### src/hw/icache_pkg.sv
// Instruction cache shared definitions
`default_nettype none

package icache_pkg;

  ////////////////////////////////////////////////////////////////////////////
  // Geometry
  ////////////////////////////////////////////////////////////////////////////
  localparam int ASSOC      = 4;
  localparam int SETS       = 16;
  localparam int WORD_W     = 32;
  localparam int BLOCK_W    = ASSOC * WORD_W;
  localparam int WAY_W      = 2;
  localparam int INDEX_W    = 4;
  localparam int OFFSET_W   = 2;
  localparam int BYTE_W     = 2;
  localparam int PTAG_W     = 8;
  localparam int VADDR_W    = 16;

  // Address field positions
  localparam int INDEX_LSB  = OFFSET_W + BYTE_W;
  localparam int PAGE_OFF_W = INDEX_W + OFFSET_W + BYTE_W;
  localparam int PADDR_W    = PTAG_W + PAGE_OFF_W;

  ////////////////////////////////////////////////////////////////////////////
  // Basic types
  ////////////////////////////////////////////////////////////////////////////
  typedef logic [VADDR_W-1:0]  vaddr_t;
  typedef logic [PADDR_W-1:0]  paddr_t;
  typedef logic [PTAG_W-1:0]   ptag_t;
  typedef logic [WAY_W-1:0]    way_t;
  typedef logic [INDEX_W-1:0]  index_t;
  typedef logic [OFFSET_W-1:0] offset_t;
  typedef logic [WORD_W-1:0]   word_t;
  typedef word_t [BLOCK_W/WORD_W-1:0] block_t;

  // One word slot inside a bank
  typedef struct packed {
    index_t  index;
    offset_t slot;
  } bank_addr_s;

  ////////////////////////////////////////////////////////////////////////////
  // Engine packets
  ////////////////////////////////////////////////////////////////////////////
  typedef enum logic {
    e_tag_set,
    e_tag_clear
  } tag_op_e;

  typedef struct packed {
    tag_op_e opcode;
    index_t  index;
    way_t    way_id;
    ptag_t   tag;
  } tag_pkt_s;

  typedef struct packed {
    index_t index;
    way_t   way_id;
    block_t data;
  } data_pkt_s;

  typedef struct packed {
    paddr_t paddr;
    way_t   repl_way;
  } icache_req_s;

  // Lookup result handed from TL to TV
  typedef struct packed {
    paddr_t           paddr;
    logic [ASSOC-1:0] hit_ways;
    logic [ASSOC-1:0] valid_ways;
    logic             hit;
  } tl_info_s;

  // Pseudo-tree LRU bits of one set
  typedef struct packed {
    logic node1;
    logic node0;
    logic root;
  } lru_s;

endpackage

`default_nettype wire

### src/hw/icache_miss_ctrl.sv
// Miss control and replacement
`timescale 1ns/10ps
`default_nettype none

module icache_miss_ctrl
  (
    input  logic                     clk_i,
    input  logic                     reset_i,

    input  logic                     v_i,
    output logic                     ready_o,
    output logic                     fetch_accept_o,

    input  icache_pkg::tl_info_s     tl_info_i,
    input  logic                     tl_valid_i,
    output logic                     tv_en_o,

    output logic                     data_v_o,
    output logic                     miss_v_o,

    output icache_pkg::icache_req_s  cache_req_o,
    output logic                     cache_req_v_o,
    input  logic                     cache_req_yumi_i,
    input  logic                     cache_req_busy_i,
    input  logic                     cache_req_complete_i
  );

  typedef enum logic {e_ready, e_miss} state_e;

  state_e                                state_r;
  logic                                  tv_v_r;
  icache_pkg::tl_info_s                  tv_info_r;
  icache_pkg::lru_s [icache_pkg::SETS-1:0] lru_r;

  icache_pkg::index_t                    tv_index;
  icache_pkg::lru_s                      tv_lru;
  icache_pkg::way_t                      hit_way;
  icache_pkg::way_t                      inv_way;
  logic                                  inv_found;
  icache_pkg::way_t                      repl_way;

  ////////////////////////////////////////////////////////////////////////////
  // Ready / miss FSM
  ////////////////////////////////////////////////////////////////////////////
  always_ff @(posedge clk_i)
    begin
      if (reset_i)
        state_r <= e_ready;
      else if (state_r == e_ready && cache_req_yumi_i)
        state_r <= e_miss;
      else if (state_r == e_miss && cache_req_complete_i)
        state_r <= e_ready;
    end

  assign ready_o        = (state_r == e_ready) & ~cache_req_busy_i;
  assign fetch_accept_o = v_i & ready_o;

  ////////////////////////////////////////////////////////////////////////////
  // TV stage
  ////////////////////////////////////////////////////////////////////////////
  assign tv_en_o = tl_valid_i;

  always_ff @(posedge clk_i)
    begin
      if (reset_i)
        tv_v_r <= 1'b0;
      else
        tv_v_r <= tl_valid_i;
    end

  always_ff @(posedge clk_i)
    begin
      if (tl_valid_i)
        tv_info_r <= tl_info_i;
    end

  assign data_v_o      = tv_v_r & tv_info_r.hit;
  assign miss_v_o      = tv_v_r & ~tv_info_r.hit;
  assign cache_req_v_o = miss_v_o;

  assign cache_req_o.paddr    = tv_info_r.paddr;
  assign cache_req_o.repl_way = repl_way;

  ////////////////////////////////////////////////////////////////////////////
  // Pseudo-tree LRU
  ////////////////////////////////////////////////////////////////////////////
  assign tv_index = tv_info_r.paddr[icache_pkg::INDEX_LSB +: icache_pkg::INDEX_W];
  assign tv_lru   = lru_r[tv_index];

  always_comb
    begin
      hit_way   = '0;
      inv_way   = '0;
      inv_found = 1'b0;
      for (int i = 0; i < icache_pkg::ASSOC; i++)
        if (tv_info_r.hit_ways[i])
          hit_way = icache_pkg::way_t'(i);
      // Walk downward so the lowest invalid way wins
      for (int i = icache_pkg::ASSOC - 1; i >= 0; i--)
        if (!tv_info_r.valid_ways[i])
          begin
            inv_way   = icache_pkg::way_t'(i);
            inv_found = 1'b1;
          end
    end

  assign repl_way = inv_found ? inv_way
                  : {tv_lru.root, (tv_lru.root ? tv_lru.node1 : tv_lru.node0)};

  // Point the tree away from the way just hit
  always_ff @(posedge clk_i)
    begin
      if (reset_i)
        lru_r <= '0;
      else if (data_v_o)
        begin
          lru_r[tv_index].root <= ~hit_way[1];
          if (hit_way[1])
            lru_r[tv_index].node1 <= ~hit_way[0];
          else
            lru_r[tv_index].node0 <= ~hit_way[0];
        end
    end

endmodule

`default_nettype wire

### config.mk
export PLATFORM = sky130hd
export DESIGN_NAME = icache_miss_ctrl
export DESIGN_NICKNAME = d
export VERILOG_FILES = /design/src/hw/icache_pkg.sv /design/src/hw/icache_miss_ctrl.sv
export SDC_FILE = /design/constraint.sdc
export NUM_CORES = 1
export LEC_CHECK = 0
export BUFFER_PORTS_ARGS = -buffer_cell sky130_fd_sc_hd__buf_2
export CORE_ASPECT_RATIO = 0.75
export CORE_UTILIZATION = 51
export CTS_BUF_LIST = sky130_fd_sc_hd__clkbuf_4 sky130_fd_sc_hd__clkbuf_8
export CTS_CLUSTER_SIZE = 20
export DETAILED_ROUTE_END_ITERATION = 10
export GPL_TIMING_DRIVEN = 0
export PLACE_DENSITY = 0.84
export SLEW_MARGIN = 10
export SYNTH_ARGS = -nofsm -noshare
export SYNTH_HDL_FRONTEND = slang
export SYNTH_SLANG_ARGS = --single-unit
### constraint.sdc
create_clock -name clk_i -period 2.1 [get_ports clk_i]
set_input_delay 0.42 -clock clk_i [delete_from_list [all_inputs] [get_ports clk_i]]
set_output_delay 0.42 -clock clk_i [all_outputs]
set_load 0.02 [all_outputs]
# Yosys cells after proc, flatten, opt, wreduce, memory -nomap -nowiden
# Cells that the tools add are included.
[word_totals]
out_inout_bits = 24
register_bits = 75
wordCells = 96
[classes]
n_mux = 27
n_bitwise = 9
reduce_logical = 4
magnitude_cmp = 2
[op_table]
columns = ["op", "n"]
rows = [
  ["bitwise mux 48 bit", 3],
  ["two-way mux 48 bit", 1],
  ["demux 3 bit (select 4 bit)", 3],
  ["two-way mux 2 bit", 8],
  ["binary-select mux 3 bit (select 4 bit)", 1],
  ["two-way mux 1 bit", 9],
  ["two-way mux 3 bit", 2],
  ["< comparator 4 x 5 -> 1 bit, second input constant", 1],
  ["NOT 1 bit", 5],
  ["bitwise AND 1 bit", 4],
  [">= comparator 4 x 1 -> 1 bit, second input constant", 1],
  ["logical AND 1 bit", 3],
  ["nonzero test 2 bit", 1],
]

# Depth between registers and ports, before layout
# Gate-level depths: netlist of the first run.
[depth]
word_depth = 7
ltp_mapped = 8

# Worst setup path after synthesis of the first run
# No wires, ideal clock.
[synth_timing]
kind = "register to output"
start = "register tv_info_r, in the netlist cache_req_o[6]"
end = "output port cache_req_o[0] (netlist name)"
arrival_ns = 1.737
path_slack_ns = -0.057
n_path_buf = 2
path_stages_with_launch = 8
cell_sequence = "edfxtp_1 buf_6 buf_12 mux4_1 nand2_1 nand3_2 mux2i_1 o21ai_1"
[synth_rtl]
columns = ["item", "line_no", "rtl"]
rows = [
  ["start, declared", "icache_miss_ctrl.sv:32", "icache_pkg::tl_info_s tv_info_r;"],
  ["start signal, assigned", "icache_miss_ctrl.sv:74", "tv_info_r <= tl_info_i;"],
  ["end, declared", "icache_miss_ctrl.sv:21", "output icache_pkg::icache_req_s cache_req_o,"],
]

==> flow_metrics.py, run 1 <==
metrics = {
    "cts": {
        "cts-hold-fix-buffers": 0,
        "worst_setup_hold_path_clk_slew_ns": 0.08,
        "clockRootBuffer": "clkbuf_8",
        "max-clock-path-buffers": 2,
        "tritoncts": "built",
        "tritoncts_sink_count": 74,
        "clock_insertion_delay_worst_skew_ns": 0.36,
        "total_clock_buffers_created_by_cts": 9,
        "cts_htree_levels": 3,
    },
    "synthesis": {
        "yosys.area.top_type_share_pct": 30.5,
        "synth.lib_cells_used.distinct": 37,
        "syn-cell-area_um2": 3280,
        "yosysWarningCount": 0,
        "synth-adder-area-share_pct": 0,
        "synth_edf_count": 24,
        "post_synthesis_sequential_area_ratio_pct": 52.4,
        "mappedNetlistNets": 335,
        "synthesis.instances": 303,
        "synth_area_in_xor_xnor_pct": 0,
        "synth_compound_gate_area_share_pct": 15.1,
        "synth-async-reset-ratio_pct": 0,
        "post-synth-top-count-cell": "dfxtp_1",
        "synth_top_family_by_area": "compound AO/OA/AOI/OAI gates",
        "yosys-top-cells-area": "dfxtp_1, edfxtp_1, a211oi_1",
        "post_synthesis_mux_area_share_pct": 10.4,
        "synthSimpleGateAreaFrac_pct": 13.9,
        "cell_type_with_the_largest_total_area_after_synthesis": "dfxtp_1",
        "synth.ff_latch_count": 74,
        "synth_flop_cell": "dfxtp_1",
        "yosys-top-cells-count": "dfxtp_1, nor2_1, a21oi_1, a211oi_1, edfxtp_1",
        "post_synth.cell_area_avg_um2": 10.8,
    },
    "final_layout": {
        "filler_cell_count": 470,
        "growth_of_design_area_from_synthesis_to_finish_pct": 20.8,
        "num_antenna_cells": 0,
        "drive_above_1_share_pct": 33.8,
        "final_area_um2": 3970,
        "finish.net_count": 403,
    },
    "route": {
        "dr_total_vias": 2689,
        "routedWlPerCell_um": 17.9,
        "drtIter0Drc": 179,
        "postRouteWirelength_mm": 8.11,
        "via_per_inst": 5.92,
        "drt_antenna_net_count": 0,
        "route.detailed.drc": 0,
        "dr.pass1.iters": 5,
    },
    "pwr": {
        "internal_power_mw": 2.49,
        "power_frac_clock_pct": 40.9,
        "vdd_ir_drop_max_uv": 537,
        "power.combinational.fraction_pct": 11.3,
        "power_leakage_nw": 1.47,
        "powerDensity_nw_per_um2": 817,
        "register_share_of_total_power_pct": 47.7,
        "power.net_switching_mw": 0.753,
        "switching_share_pct": 23.2,
    },
    "setup_path": {
        "criticalPathCategory": "reg2out",
        "worstPathMaxFanout": 6,
        "crit_required_ns": 1.68,
        "critical_path_buf_inv_count": 3,
        "timing.critical_path.cells": "buf_6, buf_12, mux4_2, a22oi_2, nand3_1, mux2i_2, o21ai_2, buf_6",
        "critical-path-slowest-cell": "mux4_2",
        "worstSetupStartpointType": "flip-flop",
        "critical_path.endpoint_type": "output pin",
        "critical-path-top-delay-family": "multiplexers",
        "worst_ep_arrival_time_ns": 2.30,
        "critical_path.max_stage_delay_ns": 0.54,
        "crit_path_frequent_cell": "buf_6",
    },
    "run": {
        "cap_violations": 0,
    },
    "grt": {
        "all_layer_global_routing_usage_pct": 25.9,
        "first_pass_grt_wire_length_mm": 12.9,
        "pin_count_of_the_biggest_net_entering_global_routing": 27,
        "remaining_overflow_grt": 0,
        "grt_antenna_before_repair": 0,
        "first_global_vias": 2663,
    },
    "die": {
        "design.portCount": 56,
        "die_x_um": 94.6,
        "initial_core_util_pct": 54.7,
        "placement_rows": 24,
        "die_h_um": 71.5,
        "core-area_um2": 6010,
        "design.die.area_um2": 6770,
    },
    "place": {
        "preCtsSetupSlack_ns": -0.267,
        "portBuffers": 53,
        "placedInstanceArea_um2": 3650,
        "hpwl_dp_mm": 5.48,
        "routabilityCongestion": 0.920,
    },
    "timing": {
        "hold_viol": 0,
        "fin_worst_skew_ns": 0.00747,
        "layout_min_cycle_time_ns": 2.72,
        "timing.fmax_ghz": 0.367,
        "slew_violations": 0,
        "rsz0062_at_grt": "true",
        "slew_headroom_pct": 62.1,
        "fin_tns_setup_ns": -1.12,
        "timing.final.crit_share_pct": 130,
        "setup-violations-final": 2,
        "finalWorstSetupSlack_ns": -0.623,
        "transition_time_of_the_tightest_slew_check_pin_ns": 0.568,
    },
    "worst_hold_path": {
        "timing.hold.worst.class": "in2reg",
    },
    "outcome": {
        "status": "finished with violations",
        "violations": "setup timing",
    },
}
[stage by stage]
step	hold WS (ns)	utilization, %	power [mW]	std cells
5_1_grt	0.215	66.1	3.34	454
6_report	0.229	66.1	3.24	454
3_5_place_dp	0.458	60.8	1.92	434
4_1_cts	0.222	65.4	3.24	452
3_3_place_gp	0.456	60.8	1.90	434
2_1_floorplan	0.436	-	1.80	303
[path summary, 6_finish.rpt]
kind / start / endpoint / depth (start not counted) / slack [ns]
min: tl_info_i[21] / cache_req_o[14] / 1 / 0.23
min reg2reg: state_r / state_r / 1 / 0.47
max: cache_req_o[6] / cache_req_o[0] / 8 / -0.62
max reg2reg: cache_req_o[6] / lru_r[37] / 8 / 0.19
[flip-flops by register name, summed over array words and instances, names as in the netlist]
name / count
cache_req_o: 16
lru_r: 48
state_r: 1
tv_info_r: 8
tv_v_r: 1
[power by group through the flow]
stage               Combinational, mW  Clock, mW  Sequential (mW)
finish                          0.367       1.33             1.55
detailed placement              0.334          0             1.58
floorplan                       0.225          0             1.57
CTS                             0.351       1.34             1.55
global route                    0.393       1.40             1.55
global placement                0.326          0             1.58
[final cells by class]
class / count / area (um2) / area share (%)
tap: 78 / 97.6 / 2.46
clock inverter: 6 / 104 / 2.62
inverter: 1 / 3.75 / 0.0946
sequential: 74 / 1720 / 43.4
clock buffer: 10 / 138 / 3.47
buffer: 41 / 265 / 6.69
timing repair buffer: 57 / 322 / 8.10
multi-input combinational: 187 / 1320 / 33.2
[repair_timing]
item,4_1_cts,5_1_grt
setup buffers,1,2
setup endpoints to repair,2,4
resized for setup,7,10
hold endpoints to repair,0,0
pin swaps,2,4
gates cloned,1,0
[cells in the final DEF (no fill, tap or decap), types with 2 or more instances in the layout]
cell type,count
buf_2,56
dfxtp_1,50
nor2_1,42
a21oi_1,34
a211oi_1,26
edfxtp_1,24
buf_4,22
clkbuf_1,13
nand2_1,13
mux4_2,11
clkbuf_8,10
nor2b_1,7
a311oi_1,7
nor3_1,5
nand3_1,4
o21ai_0,4
nor2_2,4
mux2i_1,4
buf_6,3
a22oi_2,3
bufinv_16,3
and2_1,2
nand4_1,2
nand2_2,2
nand2b_1,2
nand3b_1,2
and4b_1,2
clkinv_2,2
[metal layers]
metal / up-vias / part of all wire (%) / routed length [um] / GRT usage, %
met2: 150 / 47 / 3820 / 39.9
met1: 1287 / 39 / 3190 / 32.5
met3: 22 / 11 / 900 / 11.0
met4: 0 / 2.5 / 202 / 9.76
li1: 1230 / - / - / -
met5: - / 0 / 0 / 0
[worst register-to-register path, delay by kind of cell (launching register included)]
kind,cells,cell delay [ns]
AND/OR/NAND/NOR,3,0.63
buffers and inverters,4,0.60
flip-flops,1,0.40
AO/OA/AOI/OAI,1,0.20
[logic make-up after synthesis]
family          count (synthesis)
flops                          74
mux                            17
simple gates                   93
buf+inv                        42
compound gates                 77
No activity file was read; power rests on OpenSTA's default activity.
==> run 2: changes to the inputs <==
==> constraint.sdc (replaced) <==
create_clock -name clk_i -period 2.8 [get_ports clk_i]
set_input_delay 0.56 -clock clk_i [delete_from_list [all_inputs] [get_ports clk_i]]
set_output_delay 0.56 -clock clk_i [all_outputs]
set_load 0.02 [all_outputs]
==> run 2 against run 1 <==
The run now ends clean. Sequential power fell by 25%. Final area fell by 1.9%. Critical path depth fell by 1. Via count fell by 2.6%. Global-route usage fell by 1.2 points. First-iteration DRC count rose by 30%. Power fell by 30%. Setup slack improved by 0.63 ns. Core utilization fell by 1.3 points. Register-to-register slack improved by 0.65 ns. Flip-flop and latch count did not move. Cell count did not move. Critical endpoint unchanged. Largest cell class unchanged. Largest power group unchanged.
==> flow_metrics.py, run 2 (synthesis gave the netlist of run 1 again) <==
metrics = {
    "timing": {
        "transition_time_of_the_tightest_slew_check_pin_ns": 0.594,
        "hold_viol": 0,
        "setup-violations-final": 0,
        "slew_violations": 0,
        "whs_ns": 0.376,
        "slew_headroom_pct": 60.4,
        "fin_tns_setup_ns": 0,
        "fin_worst_skew_ns": 0.00861,
        "rsz0062_at_grt": "true",
        "layout_min_cycle_time_ns": 2.79,
        "timing.final.crit_share_pct": 99.8,
        "timing.fmax_ghz": 0.358,
    },
    "final_layout": {
        "final_cell_mix": "buf_2, dfxtp_1, nor2_1, a21oi_1, a211oi_1",
        "largest_register_ff_count": 48,
        "final_area_um2": 3890,
        "regMostFlops": "lru_r",
        "seqCellArea_um2": 1720,
        "final_util_pct": 64.8,
        "filler_cell_count": 474,
        "drive_above_1_share_pct": 32.2,
        "num_antenna_cells": 0,
        "growth_of_design_area_from_synthesis_to_finish_pct": 18.5,
        "number_of_cells_in_the_finished_layout_apart_from_fillers": 454,
        "total_area_of_multi_input_combinational_cells_um2": 1290,
        "mostFrequentLayoutCell": "buf_2",
        "finish.net_count": 403,
    },
    "cts": {
        "clockRootBuffer": "clkbuf_8",
        "cts-hold-fix-buffers": 0,
        "cts_htree_levels": 3,
        "total_clock_buffers_created_by_cts": 9,
        "tritoncts_sink_count": 74,
        "clock_insertion_delay_worst_skew_ns": 0.35,
        "max-clock-path-buffers": 2,
        "worst_setup_hold_path_clk_slew_ns": 0.08,
        "tritoncts": "built",
    },
    "die": {
        "design.portCount": 56,
        "initial_core_util_pct": 54.7,
        "die_h_um": 71.5,
        "core-area_um2": 6010,
        "placement_rows": 24,
        "design.die.area_um2": 6770,
        "die_x_um": 94.6,
    },
    "run": {
        "cap_violations": 0,
    },
    "setup_path": {
        "critical_path_buf_inv_count": 2,
        "crit_required_ns": 2.24,
        "critical_path.max_stage_delay_ns": 0.55,
        "worstPathMaxFanout": 6,
        "critical_path.endpoint_type": "output pin",
        "worst_ep_arrival_time_ns": 2.23,
        "critical-path-slowest-cell": "mux4_2",
        "critical-path-top-delay-family": "multiplexers",
        "r2r_setup_slack_ns": 0.84,
        "criticalPathCategory": "reg2out",
        "timing.critical_path.cells": "buf_6, mux4_2, a22oi_2, nand3_2, mux2i_1, o21ai_1, buf_2",
        "worstSetupStartpointType": "flip-flop",
        "worstRegToRegCells": 8,
        "r2r-end": "lru_r[22]",
        "worstReg2RegStart": "cache_req_o[6]",
    },
    "grt": {
        "first_global_vias": 2501,
        "grt_antenna_before_repair": 0,
        "all_layer_global_routing_usage_pct": 24.7,
        "pin_count_of_the_biggest_net_entering_global_routing": 27,
        "first_pass_grt_wire_length_mm": 12.5,
        "remaining_overflow_grt": 0,
    },
    "place": {
        "hpwl_dp_mm": 5.48,
        "routabilityCongestion": 0.917,
        "dp_cells": 434,
        "portBuffers": 53,
        "placedInstanceArea_um2": 3650,
    },
    "pwr": {
        "power_leakage_nw": 1.45,
        "powerDensity_nw_per_um2": 584,
        "vdd_ir_drop_max_uv": 347,
    },
    "route": {
        "via_per_inst": 5.77,
        "routedWlPerCell_um": 17.2,
        "dr.pass1.iters": 5,
        "drtIter0Drc": 232,
        "drt_antenna_net_count": 0,
        "route.detailed.drc": 0,
        "postRouteWirelength_mm": 7.81,
        "dr_total_vias": 2619,
    },
    "outcome": {
        "status": "finished clean",
    },
    "worst_hold_path": {
        "whs_endpoint": "cache_req_o[11]",
        "hold-path-cell-count": 1,
        "timing.hold.worst.class": "in2reg",
        "hp-start": "tl_info_i[18]",
    },
}
run 2: layer usage:
layer | GRT usage (%) | share of wire (%)
met5 | 0 | 0
met4 | 8.75 | 2.2
met3 | 7.43 | 10
met2 | 37.3 | 46
met1 | 33.8 | 42
run 2: layout make-up:
type                            count  share of cell area (%)
Inverter                            1                  0.0965
Multi-Input combinational cell    187                    33.2
Clock inverter                      4                    1.29
Sequential cell                    74                    44.2
Buffer                             41                    6.75
Tap cell                           78                    2.51
Timing Repair Buffer               57                    8.04
Clock buffer                       12                    3.92
run 2: where the power goes:
part / internal, mW / leakage [nW] / switching (mW)
Combinational: 0.110 / 0.706 / 0.158
Clock: 0.457 / 0.108 / 0.388
Sequential: 1.14 / 0.638 / 0.0177
Total: 1.71 / 1.45 / 0.564
run 2: worst max-delay path by stage:
stage          slack [ns]      startpoint        endpoint  cells past startpoint
4_1_cts             -0.02  cache_req_o[6]  cache_req_o[0]                      8
2_1_floorplan        0.50  cache_req_o[6]  cache_req_o[0]                      7
5_1_grt             -0.11  cache_req_o[6]  cache_req_o[0]                      7
3_3_place_gp         0.38  cache_req_o[6]  cache_req_o[0]                      8
3_5_place_dp         0.35  cache_req_o[6]  cache_req_o[0]                      8
6_report            0.005  cache_req_o[6]  cache_req_o[0]                      7
run 2: worst register-to-register path: stages, from the launching register on:
cell and delay [ns]:
edfxtp_1 0.37, buf_6 0.18, clkbuf_16 0.17, buf_4 0.10
buf_6 0.13, nand2_2 0.10, nor2_1 0.44, a21oi_1 0.14
a311oi_1 0.25
run 2: what timing repair did:
item,CTS,global route
cloned,0,1
resized for setup,3,3
buffers inserted,1,2
setup endpoints to repair,1,2
pin swaps,0,1
run 2: metrics by stage:
step | setup slack, ns | power (mW)
after floorplan | 0.503 | 1.35
after global placement | 0.377 | 1.43
after detailed placement | 0.346 | 1.44
after CTS | -0.0183 | 2.27
after global routing | -0.112 | 2.35
final | 0.00526 | 2.27
==> run 3: changes to the inputs <==
--- a/config.mk
+++ b/config.mk
@@ -12,7 +12,7 @@
 export CTS_CLUSTER_SIZE = 20
 export DETAILED_ROUTE_END_ITERATION = 10
 export GPL_TIMING_DRIVEN = 0
-export PLACE_DENSITY = 0.84
+export PLACE_DENSITY = 0.8
 export SLEW_MARGIN = 10
 export SYNTH_ARGS = -nofsm -noshare
 export SYNTH_HDL_FRONTEND = slang
==> run 3 against run 2 <==
The run now ends with setup timing left. Sequential power about the same. Routed wire length decreased by 1.4%. Fmax down 0.45%. Cell count is 0.88% higher. Via count unchanged. Register-to-register slack hardly changed. First-iteration DRC count is 14% higher. Count of clock-buffer cells in the layout is 1 higher. Final area rose by 1.1%. Largest power group unchanged. Clock power down 0.7%.
==> flow_metrics.py, run 3 (synthesis gave the netlist of run 1 again) <==
metrics = {
    "final_layout": {
        "final_util_pct": 65.5,
        "seqCellArea_um2": 1720,
        "growth_of_design_area_from_synthesis_to_finish_pct": 19.8,
        "filler_cell_count": 483,
        "regMostFlops": "lru_r",
        "finish.net_count": 407,
        "mostFrequentLayoutCell": "buf_2",
        "drive_above_1_share_pct": 33.7,
        "largest_register_ff_count": 48,
        "total_area_of_multi_input_combinational_cells_um2": 1300,
        "final_cell_mix": "buf_2, dfxtp_1, nor2_1, a21oi_1",
        "num_antenna_cells": 0,
    },
    "timing": {
        "transition_time_of_the_tightest_slew_check_pin_ns": 0.566,
        "setup-violations-final": 1,
        "timing.final.crit_share_pct": 100,
        "slew_violations": 0,
        "fin_worst_skew_ns": 0.0122,
        "timing.fmax_ghz": 0.356,
        "slew_headroom_pct": 62.3,
        "layout_min_cycle_time_ns": 2.81,
        "finalWorstSetupSlack_ns": -0.00730,
        "hold_viol": 0,
        "rsz0062_at_grt": "true",
    },
    "route": {
        "via_per_inst": 5.72,
        "route.detailed.drc": 0,
        "dr.max_layer_used": "met4",
        "dr.pass1.iters": 6,
        "postRouteWirelength_mm": 7.70,
        "drt_antenna_net_count": 0,
        "routedWlPerCell_um": 16.8,
        "drtIter0Drc": 264,
        "routedLengthMet1_mm": 3.43,
        "routed-wl-met2_mm": 3.44,
        "dr_total_vias": 2619,
        "detailroute.wirelength.met3_um": 698,
    },
    "pwr": {
        "post-layout-total-power_mw": 2.28,
        "vdd_ir_drop_max_uv": 387,
        "power_leakage_nw": 1.47,
        "powerDensity_nw_per_um2": 579,
    },
    "setup_path": {
        "timing.critical_path.cells": "buf_6, buf_6, mux4_2, a22oi_2, nand3_2, mux2i_1, o21ai_1, buf_4",
        "critical_path_buf_inv_count": 3,
        "criticalPathCategory": "reg2out",
        "critical-path-top-delay-family": "multiplexers",
        "worst_ep_arrival_time_ns": 2.25,
        "critical-path-slowest-cell": "mux4_2",
        "crit_required_ns": 2.24,
        "worstSetupStartpointType": "flip-flop",
        "worstPathMaxFanout": 6,
        "crit_path_frequent_cell": "buf_6",
        "critical_path.max_stage_delay_ns": 0.51,
        "critical_path.endpoint_type": "output pin",
    },
    "place": {
        "portBuffers": 53,
        "routabilityCongestion": 0.905,
        "hpwl_dp_mm": 5.38,
        "preCtsSetupSlack_ns": 0.358,
    },
    "die": {
        "die_h_um": 71.5,
        "design.die.area_um2": 6770,
        "placement_rows": 24,
        "core-area_um2": 6010,
        "initial_core_util_pct": 54.7,
        "design.portCount": 56,
        "die_x_um": 94.6,
    },
    "cts": {
        "clock_insertion_delay_worst_skew_ns": 0.36,
        "worst_setup_hold_path_clk_slew_ns": 0.07,
        "max-clock-path-buffers": 2,
        "cts-hold-fix-buffers": 0,
        "tritoncts_sink_count": 74,
        "cts_htree_levels": 3,
        "tritoncts": "built",
        "total_clock_buffers_created_by_cts": 9,
        "clockRootBuffer": "clkbuf_8",
    },
    "run": {
        "cap_violations": 0,
    },
    "grt": {
        "pin_count_of_the_biggest_net_entering_global_routing": 27,
        "grt_antenna_before_repair": 0,
        "all_layer_global_routing_usage_pct": 24.6,
        "first_global_vias": 2439,
        "first_pass_grt_wire_length_mm": 12.2,
        "remaining_overflow_grt": 0,
    },
    "worst_hold_path": {
        "timing.hold.worst.class": "in2reg",
    },
    "outcome": {
        "violations": "setup timing",
        "status": "finished with violations",
    },
}
run 3: worst register-to-register path: stages, from the launching register on:
cell,delay (ns)
edfxtp_1,0.42
clkbuf_1,0.23
nand3b_1,0.34
nor2_1,0.49
a21oi_1,0.15
a311oi_1,0.25
run 3: final timing paths:
check	start	endpoint	slack, ns	depth (start not counted)
max	cache_req_o[6]	cache_req_o[0]	-0.007	8
min	tl_info_i[8]	tv_info_r[8]	0.38	1
max reg2reg	cache_req_o[8]	lru_r[34]	0.84	5
min reg2reg	state_r	state_r	0.48	1
run 3: routing by layer:
layer | global-route usage, % | vias to the layer above
li1 | - | 1238
met1 | 34.5 | 1231
met2 | 35.6 | 129
met3 | 8.17 | 21
met4 | 9.09 | 0
met5 | 0 | -
run 3: power by group:
part	internal (mW)	leakage, nW	switching [mW]
combinational	0.118	0.720	0.161
sequential	1.14	0.638	0.0168
clock	0.463	0.108	0.376
run 3: what timing repair did:
action                     4_1_cts  5_1_grt
gates cloned                     1        0
pin swaps                        1        3
resized for setup                9        3
setup endpoints to repair        1        2
buffers inserted                 4        3
run 3: layout make-up:
cell class                      instances  area share, %
Buffer                                 41           6.68
Clock buffer                           13           4.07
Clock inverter                          3           1.02
Inverter                                1         0.0954
Multi-Input combinational cell        187           33.0
Sequential cell                        74           43.8
Tap cell                               78           2.48
Timing Repair Buffer                   61           8.94
run 3: stage by stage:
step	std cells	instance area (um2)	hold slack (ns)	setup TNS, ns
4_1_cts	455	3910	0.366	0
3_5_place_dp	434	3650	0.466	0
2_1_floorplan	303	3280	0.436	0
6_report	458	3930	0.378	-0.00730
3_3_place_gp	434	3650	0.460	0
5_1_grt	458	3930	0.362	-0.107
